<file path="src/include/tone_synth_consts.svh">
/*
 * tone_synth constants
 * widths, channel count, register map and sample divider
 */
`ifndef TONE_SYNTH_CONSTS_SVH
`define TONE_SYNTH_CONSTS_SVH

// widths and counts
`define TS_DATA_W   8      // host bus and register byte
`define TS_NUM_CH   4      // voice channels
`define TS_FNUM_W   10     // frequency number
`define TS_BLOCK_W  3      // octave block
`define TS_ATTEN_W  3      // arithmetic shift amount
`define TS_PHASE_W  20     // phase accumulator
`define TS_VOICE_W  16     // signed per-channel sample
`define TS_MIX_W    18     // signed stereo sum
`define TS_CLK_DIV  16     // clocks per sample period

// register indices
`define TS_REG_T1         8'h02   // timer 1 reload
`define TS_REG_T2         8'h03   // timer 2 reload
`define TS_REG_TCTL       8'h04   // start, mask, flag reset
`define TS_REG_FNUM_BASE  8'hA0   // fnum low byte, ch 0..3
`define TS_REG_KEY_BASE   8'hB0   // kon, block, fnum high bits
`define TS_REG_VOICE_BASE 8'hC0   // pan, wave, atten

`endif

</file>
<file path="src/source/tone_synth_pkg.sv">
/*
 * tone_synth package
 * register group and waveform types shared by the design
 */
`default_nettype none

package tone_synth_pkg;

    // register group, as decoded from the latched index
    typedef enum logic [2:0] {
        REG_NONE,     // unmapped, write dropped
        REG_T1,
        REG_T2,
        REG_TCTL,
        REG_FNUM,     // per channel
        REG_KEY,      // per channel
        REG_VOICE     // per channel
    } reg_group_e;

    // channel waveform select
    typedef enum logic {
        WAVE_SAW,     // top phase bits
        WAVE_SQUARE   // phase msb only
    } wave_e;

endpackage

`default_nettype wire

</file>
<file path="src/source/voice_regs_if.sv">
/*
 * voice_regs_if
 * per-channel voice settings, register file to engine and mixer
 */
`timescale 1ns/1ns
`default_nettype none
`include "tone_synth_consts.svh"

interface voice_regs_if;
    import tone_synth_pkg::*;

    logic [`TS_FNUM_W-1:0]  fnum  [`TS_NUM_CH];
    logic [`TS_BLOCK_W-1:0] block [`TS_NUM_CH];  // octave shift of fnum
    logic [`TS_ATTEN_W-1:0] atten [`TS_NUM_CH];  // right shift of sample
    wave_e                  wave  [`TS_NUM_CH];
    logic [`TS_NUM_CH-1:0]  kon;                 // one bit per channel
    logic [`TS_NUM_CH-1:0]  pan_l;
    logic [`TS_NUM_CH-1:0]  pan_r;

    modport regs   (output fnum, block, atten, wave, kon, pan_l, pan_r);
    modport engine (input fnum, block, atten, wave, kon);
    modport mixer  (input kon, pan_l, pan_r);

endinterface

`default_nettype wire

</file>
<file path="src/source/host_port.sv">
/*
 * host_port
 * chip-select bus decode, index latch, write strobe and status readback
 */
`timescale 1ns/1ns
`default_nettype none
`include "tone_synth_consts.svh"

module host_port (
    input  wire                   clk,
    input  wire                   arst_n,
    input  wire                   cs_n,
    input  wire                   rd_n,
    input  wire                   wr_n,
    input  wire [1:0]             address,
    input  wire [`TS_DATA_W-1:0]  din,
    input  wire [`TS_DATA_W-1:0]  status,
    output logic [`TS_DATA_W-1:0] dout,
    output logic                  reg_wr,
    output logic [`TS_DATA_W-1:0] reg_index,
    output logic [`TS_DATA_W-1:0] reg_data
);
    logic wr_en;
    logic rd_en;

    assign wr_en = !cs_n && !wr_n;
    assign rd_en = !cs_n && !rd_n;

    always_ff @(posedge clk or negedge arst_n) begin
        if (!arst_n) begin
            reg_index <= '0;
            reg_data  <= '0;
            reg_wr    <= 1'b0;
        end else begin
            reg_wr <= wr_en && (address == 2'd1);   // one-cycle data strobe
            if (wr_en && address == 2'd0)
                reg_index <= din;                  // index latch
            if (wr_en && address == 2'd1)
                reg_data <= din;                   // lines up with reg_wr
        end
    end

    // status byte only, level read
    assign dout = (rd_en && address == 2'd0) ? status : '0;

    a_no_rd_wr: assert property (@(posedge clk) disable iff (!arst_n)
        !cs_n |-> (rd_n || wr_n));

endmodule

`default_nettype wire

</file>
<file path="src/source/register_file.sv">
/*
 * register_file
 * decodes host writes into voice settings, timer reloads and timer control
 */
`timescale 1ns/1ns
`default_nettype none
`include "tone_synth_consts.svh"

module register_file (
    input  wire                   clk,
    input  wire                   arst_n,
    input  wire                   reg_wr,
    input  wire [`TS_DATA_W-1:0]  reg_index,
    input  wire [`TS_DATA_W-1:0]  reg_data,
    voice_regs_if.regs            regs,
    output logic [`TS_DATA_W-1:0] t1_reload,
    output logic [`TS_DATA_W-1:0] t2_reload,
    output logic                  t1_start,
    output logic                  t2_start,
    output logic                  t1_mask,
    output logic                  t2_mask,
    output logic                  flag_clr
);
    import tone_synth_pkg::*;

    localparam int CH_W = $clog2(`TS_NUM_CH);

    reg_group_e            grp;
    logic [CH_W-1:0]       ch;
    logic [`TS_DATA_W-1:0] idx_base;

    assign ch       = reg_index[CH_W-1:0];
    assign idx_base = reg_index & ~(`TS_DATA_W'(`TS_NUM_CH - 1));  // strip channel bits

    always_comb begin
        grp = REG_NONE;
        if (reg_index == `TS_REG_T1)
            grp = REG_T1;
        else if (reg_index == `TS_REG_T2)
            grp = REG_T2;
        else if (reg_index == `TS_REG_TCTL)
            grp = REG_TCTL;
        else if (idx_base == `TS_REG_FNUM_BASE)
            grp = REG_FNUM;
        else if (idx_base == `TS_REG_KEY_BASE)
            grp = REG_KEY;
        else if (idx_base == `TS_REG_VOICE_BASE)
            grp = REG_VOICE;
    end

    always_ff @(posedge clk or negedge arst_n) begin
        if (!arst_n) begin
            t1_reload   <= '0;
            t2_reload   <= '0;
            t1_start    <= 1'b0;
            t2_start    <= 1'b0;
            t1_mask     <= 1'b0;
            t2_mask     <= 1'b0;
            flag_clr    <= 1'b0;
            regs.kon    <= '0;
            regs.pan_l  <= '0;
            regs.pan_r  <= '0;
            for (int i = 0; i < `TS_NUM_CH; i++) begin
                regs.fnum[i]  <= '0;
                regs.block[i] <= '0;
                regs.atten[i] <= '0;
                regs.wave[i]  <= WAVE_SAW;
            end
        end else begin
            flag_clr <= reg_wr && grp == REG_TCTL && reg_data[7];  // not stored
            if (reg_wr) begin
                case (grp)
                    REG_T1:   t1_reload <= reg_data;
                    REG_T2:   t2_reload <= reg_data;
                    REG_TCTL: begin
                        t1_start <= reg_data[0];
                        t2_start <= reg_data[1];
                        t2_mask  <= reg_data[5];
                        t1_mask  <= reg_data[6];
                    end
                    REG_FNUM: regs.fnum[ch][7:0] <= reg_data;
                    REG_KEY: begin
                        regs.kon[ch]       <= reg_data[5];
                        regs.block[ch]     <= reg_data[4:2];
                        regs.fnum[ch][9:8] <= reg_data[1:0];  // high fnum bits
                    end
                    REG_VOICE: begin
                        regs.pan_r[ch] <= reg_data[5];
                        regs.pan_l[ch] <= reg_data[4];
                        regs.wave[ch]  <= wave_e'(reg_data[3]);
                        regs.atten[ch] <= reg_data[2:0];
                    end
                    default: ;                                 // unmapped index
                endcase
            end
        end
    end

endmodule

`default_nettype wire

</file>
<file path="src/source/timers.sv">
/*
 * timers
 * two reloadable 8-bit interval timers with overflow flags and irq_n
 */
`timescale 1ns/1ns
`default_nettype none
`include "tone_synth_consts.svh"

module timers (
    input  wire                   clk,
    input  wire                   arst_n,
    input  wire                   tick,
    input  wire [`TS_DATA_W-1:0]  t1_reload,
    input  wire [`TS_DATA_W-1:0]  t2_reload,
    input  wire                   t1_start,
    input  wire                   t2_start,
    input  wire                   t1_mask,
    input  wire                   t2_mask,
    input  wire                   flag_clr,
    output logic [`TS_DATA_W-1:0] status,
    output logic                  irq_n
);
    logic [1:0]            t2_pre;        // divide-by-4 for timer 2
    logic [1:0]            start;         // index 0 is timer 1
    logic [1:0]            adv;
    logic [1:0]            flag;
    logic [`TS_DATA_W-1:0] reload [2];
    logic [`TS_DATA_W-1:0] cnt    [2];
    logic                  irq;

    assign start     = {t2_start, t1_start};
    assign reload[0] = t1_reload;
    assign reload[1] = t2_reload;
    assign adv       = {tick && t2_pre == 2'd3, tick};

    always_ff @(posedge clk or negedge arst_n) begin
        if (!arst_n)
            t2_pre <= '0;
        else if (!t2_start)
            t2_pre <= '0;                 // restart prescale with timer
        else if (tick)
            t2_pre <= t2_pre + 2'd1;
    end

    always_ff @(posedge clk or negedge arst_n) begin
        if (!arst_n) begin
            flag <= '0;
            for (int i = 0; i < 2; i++)
                cnt[i] <= '0;
        end else begin
            for (int i = 0; i < 2; i++) begin
                if (!start[i])
                    cnt[i] <= reload[i];  // parked at reload
                else if (adv[i])
                    cnt[i] <= (cnt[i] == '1) ? reload[i] : cnt[i] + 1'b1;
                if (flag_clr)
                    flag[i] <= 1'b0;
                else if (start[i] && adv[i] && cnt[i] == '1)
                    flag[i] <= 1'b1;      // set even when masked
            end
        end
    end

    assign irq = (flag[0] && !t1_mask) || (flag[1] && !t2_mask);

    always_ff @(posedge clk or negedge arst_n) begin
        if (!arst_n)
            irq_n <= 1'b1;
        else
            irq_n <= !irq;
    end

    assign status = {irq, flag[0], flag[1], {(`TS_DATA_W-3){1'b0}}};

    a_irq_idle: assert property (@(posedge clk) disable iff (!arst_n)
        (flag == 2'b00) |=> irq_n);

endmodule

`default_nettype wire

</file>
<file path="src/source/voice_engine.sv">
/*
 * voice_engine
 * sample tick divider, four phase accumulators and saw/square shaping
 */
`timescale 1ns/1ns
`default_nettype none
`include "tone_synth_consts.svh"

module voice_engine #(
    parameter int CLK_DIV = `TS_CLK_DIV
) (
    input  wire                          clk,
    input  wire                          arst_n,
    voice_regs_if.engine                 regs,
    output logic                         tick,
    output logic signed [`TS_VOICE_W-1:0] voice_out [`TS_NUM_CH]
);
    import tone_synth_pkg::*;

    localparam int DIV_W = $clog2(CLK_DIV);
    localparam logic signed [`TS_VOICE_W-1:0] SQ_HI = 16383;
    localparam logic signed [`TS_VOICE_W-1:0] SQ_LO = -16384;

    logic [DIV_W-1:0]              div_cnt;
    logic [`TS_PHASE_W-1:0]        phase      [`TS_NUM_CH];
    logic [`TS_PHASE_W-1:0]        next_phase [`TS_NUM_CH];
    logic signed [`TS_VOICE_W-1:0] shaped     [`TS_NUM_CH];

    function automatic logic signed [`TS_VOICE_W-1:0] shape(
        input logic [`TS_PHASE_W-1:0] ph,
        input wave_e                  wv,
        input logic [`TS_ATTEN_W-1:0] att
    );
        logic signed [`TS_VOICE_W-1:0] raw;
        if (wv == WAVE_SQUARE)
            raw = ph[`TS_PHASE_W-1] ? SQ_LO : SQ_HI;         // msb picks half
        else
            raw = signed'(ph[`TS_PHASE_W-1 -: `TS_VOICE_W]);  // top bits as saw
        return raw >>> att;
    endfunction

    always_ff @(posedge clk or negedge arst_n) begin
        if (!arst_n) begin
            div_cnt <= '0;
            tick    <= 1'b0;
        end else begin
            div_cnt <= (div_cnt == DIV_W'(CLK_DIV - 1)) ? '0 : div_cnt + 1'b1;
            tick    <= div_cnt == DIV_W'(CLK_DIV - 1);       // one in CLK_DIV
        end
    end

    always_comb begin
        logic [`TS_PHASE_W-1:0] inc;
        for (int i = 0; i < `TS_NUM_CH; i++) begin
            inc           = `TS_PHASE_W'(regs.fnum[i]) << regs.block[i];
            next_phase[i] = phase[i] + inc;
            shaped[i]     = shape(next_phase[i], regs.wave[i], regs.atten[i]);
        end
    end

    always_ff @(posedge clk or negedge arst_n) begin
        if (!arst_n) begin
            for (int i = 0; i < `TS_NUM_CH; i++) begin
                phase[i]     <= '0;
                voice_out[i] <= '0;
            end
        end else if (tick) begin
            for (int i = 0; i < `TS_NUM_CH; i++) begin
                if (regs.kon[i]) begin
                    phase[i]     <= next_phase[i];
                    voice_out[i] <= shaped[i];   // wave of the new phase
                end else begin
                    phase[i]     <= '0;          // key-off parks at zero
                    voice_out[i] <= '0;
                end
            end
        end
    end

    a_tick_single: assert property (@(posedge clk) disable iff (!arst_n)
        tick |=> !tick);

endmodule

`default_nettype wire

</file>
<file path="src/source/stereo_mixer.sv">
/*
 * stereo_mixer
 * pan routing, left/right sums and sample pulse, plus key-on leds
 */
`timescale 1ns/1ns
`default_nettype none
`include "tone_synth_consts.svh"

module stereo_mixer (
    input  wire                          clk,
    input  wire                          arst_n,
    input  wire                          tick,
    input  wire signed [`TS_VOICE_W-1:0] voice_out [`TS_NUM_CH],
    voice_regs_if.mixer                  regs,
    output logic signed [`TS_MIX_W-1:0]  sample_l,
    output logic signed [`TS_MIX_W-1:0]  sample_r,
    output logic                         sample_clk_en,
    output logic [`TS_NUM_CH-1:0]        led
);
    logic                        tick_d;   // voice_out settled
    logic signed [`TS_MIX_W-1:0] sum_l;
    logic signed [`TS_MIX_W-1:0] sum_r;

    always_comb begin
        sum_l = '0;
        sum_r = '0;
        for (int i = 0; i < `TS_NUM_CH; i++) begin
            if (regs.pan_l[i])
                sum_l = sum_l + `TS_MIX_W'(voice_out[i]);  // sign extended
            if (regs.pan_r[i])
                sum_r = sum_r + `TS_MIX_W'(voice_out[i]);
        end
    end

    always_ff @(posedge clk or negedge arst_n) begin
        if (!arst_n) begin
            tick_d        <= 1'b0;
            sample_clk_en <= 1'b0;
            sample_l      <= '0;
            sample_r      <= '0;
            led           <= '0;
        end else begin
            tick_d        <= tick;
            sample_clk_en <= tick_d;      // marks new samples
            led           <= regs.kon;
            if (tick_d) begin
                sample_l <= sum_l;
                sample_r <= sum_r;
            end
        end
    end

endmodule

`default_nettype wire

</file>
<file path="src/source/tone_synth.sv">
/*
 * tone_synth
 * four-channel tone generator top, host bus in and stereo samples out
 */
`timescale 1ns/1ns
`default_nettype none
`include "tone_synth_consts.svh"

module tone_synth (
    input  wire                          clk,
    input  wire                          arst_n,
    input  wire                          cs_n,
    input  wire                          rd_n,
    input  wire                          wr_n,
    input  wire [1:0]                    address,
    input  wire [`TS_DATA_W-1:0]         din,
    output logic [`TS_DATA_W-1:0]        dout,
    output logic                         sample_clk_en,
    output logic signed [`TS_MIX_W-1:0]  sample_l,
    output logic signed [`TS_MIX_W-1:0]  sample_r,
    output logic [`TS_NUM_CH-1:0]        led,
    output logic                         irq_n
);
    logic                          reg_wr;
    logic [`TS_DATA_W-1:0]         reg_index;
    logic [`TS_DATA_W-1:0]         reg_data;
    logic [`TS_DATA_W-1:0]         status;     // timer flags for readback
    logic [`TS_DATA_W-1:0]         t1_reload;
    logic [`TS_DATA_W-1:0]         t2_reload;
    logic                          t1_start;
    logic                          t2_start;
    logic                          t1_mask;
    logic                          t2_mask;
    logic                          flag_clr;
    logic                          tick;       // sample rate pulse
    logic signed [`TS_VOICE_W-1:0] voice_out [`TS_NUM_CH];

    voice_regs_if u_voice_regs ();

    host_port u_host_port (
        .clk, .arst_n, .cs_n, .rd_n, .wr_n, .address, .din,
        .status, .dout, .reg_wr, .reg_index, .reg_data
    );

    register_file u_register_file (
        .clk, .arst_n, .reg_wr, .reg_index, .reg_data,
        .regs(u_voice_regs.regs),
        .t1_reload, .t2_reload, .t1_start, .t2_start, .t1_mask, .t2_mask, .flag_clr
    );

    timers u_timers (
        .clk, .arst_n, .tick,
        .t1_reload, .t2_reload, .t1_start, .t2_start, .t1_mask, .t2_mask, .flag_clr,
        .status, .irq_n
    );

    voice_engine #(.CLK_DIV(`TS_CLK_DIV)) u_voice_engine (
        .clk, .arst_n, .regs(u_voice_regs.engine), .tick, .voice_out
    );

    stereo_mixer u_stereo_mixer (
        .clk, .arst_n, .tick, .voice_out, .regs(u_voice_regs.mixer),
        .sample_l, .sample_r, .sample_clk_en, .led
    );

endmodule

`default_nettype wire

</file>
<file path="config.mk">
export PLATFORM = sky130hd
export DESIGN_NAME = tone_synth
export DESIGN_NICKNAME = d
export VERILOG_FILES = /design/src/source/tone_synth_pkg.sv /design/src/source/voice_regs_if.sv /design/src/source/host_port.sv /design/src/source/register_file.sv /design/src/source/timers.sv /design/src/source/voice_engine.sv /design/src/source/stereo_mixer.sv /design/src/source/tone_synth.sv
export VERILOG_INCLUDE_DIRS = /design/src /design/src/include
export SDC_FILE = /design/constraint.sdc
export NUM_CORES = 1
export LEC_CHECK = 0
export BUFFER_PORTS_ARGS = -buffer_cell sky130_fd_sc_hd__buf_2
export CELL_PAD_IN_SITES_DETAIL_PLACEMENT = 0
export CELL_PAD_IN_SITES_GLOBAL_PLACEMENT = 2
export CORE_AREA = 10 10 280 282
export DETAILED_ROUTE_END_ITERATION = 10
export DIE_AREA = 0 0 290 292
export PLACE_DENSITY = 0.75
export SLEW_MARGIN = 20
export SYNTH_ARGS = -nofsm -noshare
export SYNTH_HDL_FRONTEND = slang
export SYNTH_SLANG_ARGS = --single-unit
</file>
<file path="constraint.sdc">
create_clock -name clk -period 7.32 [get_ports clk]
set_input_delay 0 -clock clk [delete_from_list [all_inputs] [get_ports clk]]
set_output_delay 0 -clock clk [all_outputs]
set_load 0.01 [all_outputs]
</file>
==> impl_metrics.py <==
metrics = {
    "pwr": {
        "p_seq_frac": 0.438,
        "p_leak_uw": 0.01310,
        "irDropWorstVdd_v": 0.0001688,
        "clockPowerShare": 0.506,
        "power_uw": 4520,
        "p_int_uw": 3371,
        "netSwitchingPower_uw": 1149,
        "sw_frac_of_total": 0.2542,
        "power_density_nw_per_um2": 156.9,
        "pwr-share-comb": 0.056,
    },
    "worst_setup_path": {
        "cp_slowest_stage_delay_ns": 0.42,
        "r2r_slack_ns": 0.56,
        "cp_common_cell": "a21o_1",
        "r2r-start": "u_voice_engine.voice_out[48]",
        "critical_path.slowest_cell": "maj3_1",
        "worstReg2RegEnd": "u_stereo_mixer.sample_l[17]",
        "worst_setup_path_start_kind": "register",
        "crit_type": "reg2reg",
        "cp.required_ns": 7.78,
        "critPathMaxFanout": 6,
        "cpLargestDelayFamily": "adder cells",
        "crit_start": "u_voice_engine.voice_out[48]",
        "crit_buf_inv": 0,
        "cp.arrival_ns": 7.22,
        "end_kind": "register",
        "reg2reg_depth": 29,
    },
    "clock_tree": {
        "clk_pin_slew_worst_paths_ns": 0.05,
        "clockRootBuffer": "clkbuf_16",
        "htree_num_levels": 2,
        "cts_tree": "done",
        "postCtsSetupBuffers": 0,
        "numCtsBuffers": 43,
        "clk_latency_ns": 0.59,
        "clk_path_buf_depth": 3,
        "clock-sinks": 326,
    },
    "synth": {
        "synth.distinct_cells": 99,
        "yosysMostFrequentCell": "dfrtp_1",
        "postSynthCellCount": 3009,
        "yosysSeqAreaShare": 0.3137,
        "postSynth.asyncResetShare": 1.000,
        "netlist_top_cells_area": "dfrtp_1 (31%), ha_1 (8.1%), mux2_2 (6.1%), nand2_1 (4.4%), a21oi_1 (4.2%)",
        "synth_common_cells": "dfrtp_1 (325), nand2_1 (303), nor2_1 (240)",
        "synth_edf_count": 0,
        "syn_avg_cell_area_um2": 8.644,
        "synth_top_cell_by_area": "dfrtp_1",
        "synth-main-ff-cell": "dfrtp_1",
        "ys_seq_elements": 326,
        "yosysWarnings": 0,
        "syn_area_um2": 26010,
        "synth_top_area_frac": 0.3127,
    },
    "sta": {
        "rsz0062_at_grt": "false",
        "fmax_mhz": 148.0,
        "setup_tns_ns": 0,
        "maxSlewHeadroom": 0.3118,
        "setup_viol": 0,
        "drv_slew": 0,
        "clock_skew_ns": 0.02489,
        "fin_crit_ns": 6.757,
        "finalHoldViolCount": 0,
        "worst_pin_slew_ns": 1.032,
        "finalCritPeriodShare": 0.9231,
    },
    "die": {
        "ioPinCount": 65,
        "core_area_um2": 72590,
        "die_area_um2": 84680,
        "die_w_um": 290,
        "die_height_um": 292,
        "start_util": 0.3583,
        "rows": 99,
    },
    "global_route": {
        "grt_pass1_vias": 22020,
        "antenna_found_initial": 0,
        "grt_start_max_net_pins": 145,
        "grt_pass1_wl_um": 127200,
        "overflow": 0,
        "grt_usage": 0.1825,
    },
    "job": {
        "cap_violations": 0,
    },
    "detailed_routing": {
        "first_iter_violations": 1620,
        "wl_per_cell_um": 20.08,
        "ant_nets": 0,
        "via_count": 22630,
        "wl_um": 80160,
        "drtPass1Iterations": 6,
        "drc": 0,
        "viasPerCell": 5.668,
    },
    "hold_path": {
        "hold_path.class": "in2async",
    },
    "finish": {
        "fin_area_um2": 28810,
        "drive_gt1_frac": 0.1151,
        "fillers": 7370,
        "multi_input_area_um2": 16790,
        "seqCellArea_um2": 8162,
        "nets": 3192,
        "syn_to_final_growth_pct": 10.77,
        "diodes": 0,
    },
    "place": {
        "place_area_um2": 27090,
        "gp_congestion": 0.8806,
        "dpl.hpwl_um": 60010,
        "io_buffers": 59,
    },
    "run_status": {
        "status": "completed",
    },
}
-- worst register-to-register path, delay by kind of cell (launching register included) --
kind                     cells  cell delay, ns
AND/OR/NAND/NOR              6            0.95
AO/OA/AOI/OAI               10            1.90
XOR/XNOR                     5            0.92
adder cells (fa/ha/maj)      6            1.93
multiplexers                 2            0.55
flip-flops                   1            0.40
-- logic make-up after synthesis --
logic type,Yosys count,share of synthesized area
xor+xnor,145,0.04988
buf+inv,284,0.04233
mux,235,0.1008
flops,326,0.3137
other cells,1,0.0001442
compound gates,946,0.2450
simple gates,888,0.1572
fa+ha+maj,184,0.09092
-- registers in the layout (all words and copies together) (netlist names), 8 cells and up --
name and cells:
u_register_file.regs.atten 12, u_timers.cnt 16, u_register_file.regs.fnum 40, u_voice_engine.voice_out 60, u_register_file.t2_reload 8, u_voice_engine.phase 80, u_stereo_mixer.sample_r 18, u_register_file.regs.block 12
u_stereo_mixer.sample_l 18, u_register_file.t1_reload 8, u_host_port.reg_data 8, u_host_port.reg_index 8
-- how the worst max path moves through the flow --
stage / slack [ns] / cells past startpoint / end
after floorplan: 0.52 / 32 / u_stereo_mixer.sample_l[17]
after global placement: 0.48 / 30 / u_stereo_mixer.sample_l[17]
after detailed placement: 0.41 / 30 / u_stereo_mixer.sample_l[17]
after CTS: 0.39 / 29 / u_stereo_mixer.sample_l[17]
after global routing: 0.03 / 30 / u_stereo_mixer.sample_l[17]
final: 0.56 / 29 / u_stereo_mixer.sample_l[17]
-- area by class of cell --
| cell class | count | area share |
|---|---|---|
| multi-input combinational | 2403 | 0.5827 |
| clock inverter | 18 | 0.009728 |
| tap | 959 | 0.04165 |
| sequential | 326 | 0.2833 |
| inverter | 129 | 0.01689 |
| timing repair buffer | 96 | 0.02223 |
| clock buffer | 61 | 0.04351 |
-- cell usage in the layout, fill, tap and decap left out, drive strengths merged, types with 14 or more instances in the layout --
cell type    count
a211oi          24
a21o            63
a21oi          216
a221o           15
a221oi          16
a22o            34
a31oi           27
and2            44
and3            19
buf             78
clkbuf          61
dfrtp          325
dlygate4sd3     18
ha             168
inv            130
mux2           142
mux2i           86
nand2          303
nand2b          28
nand3           70
nand4           14
nor2           240
nor2b           28
nor3            65
nor4            15
o211ai          22
o21a            38
o21ai          220
o21bai          22
o221ai          18
o22ai           37
o2bb2ai         66
o31ai           21
or2             18
or3             17
xnor2           87
xor2            56
-- per-stage QoR --
| stage | hold slack, ns | std cells | worst slack (ns) | utilization |
|---|---|---|---|---|
| 6_report | 0.03542 | 3992 | 0.5631 | 0.3969 |
| 5_1_grt | 0.1378 | 3992 | 0.03148 | 0.3969 |
| 4_1_cts | 0.1047 | 3992 | 0.3928 | 0.3968 |
| 3_5_place_dp | 0.1306 | 3895 | 0.4120 | 0.3732 |
| 3_3_place_gp | 0.1270 | 3895 | 0.4785 | 0.3732 |
| 2_1_floorplan | -0.2956 | 3013 | 0.5186 | - |
-- power by group through the flow --
stage	combinational [uW]	sequential (uW)	clock (uW)
finish	251	1980	2290
floorplan	186	1920	0
detailed placement	242	2010	0
CTS	256	1980	2350
global route	284	1990	2420
global placement	237	2010	0
-- layer usage --
metal	GRT usage	routed length [um]	vias to the layer above
met5	0	0	-
met4	0.04146	1457	0
met3	0.01612	2361	71
met2	0.2988	36610	388
met1	0.2568	39730	11090
li1	-	-	11080
-- what timing repair did --
action                                 CTS  global route
gates resized for setup                  0             2
hold buffers                            18             0
endpoints found under the hold margin  128             0
setup endpoints to repair                0             1
Power figures use the tool's default switching activity.
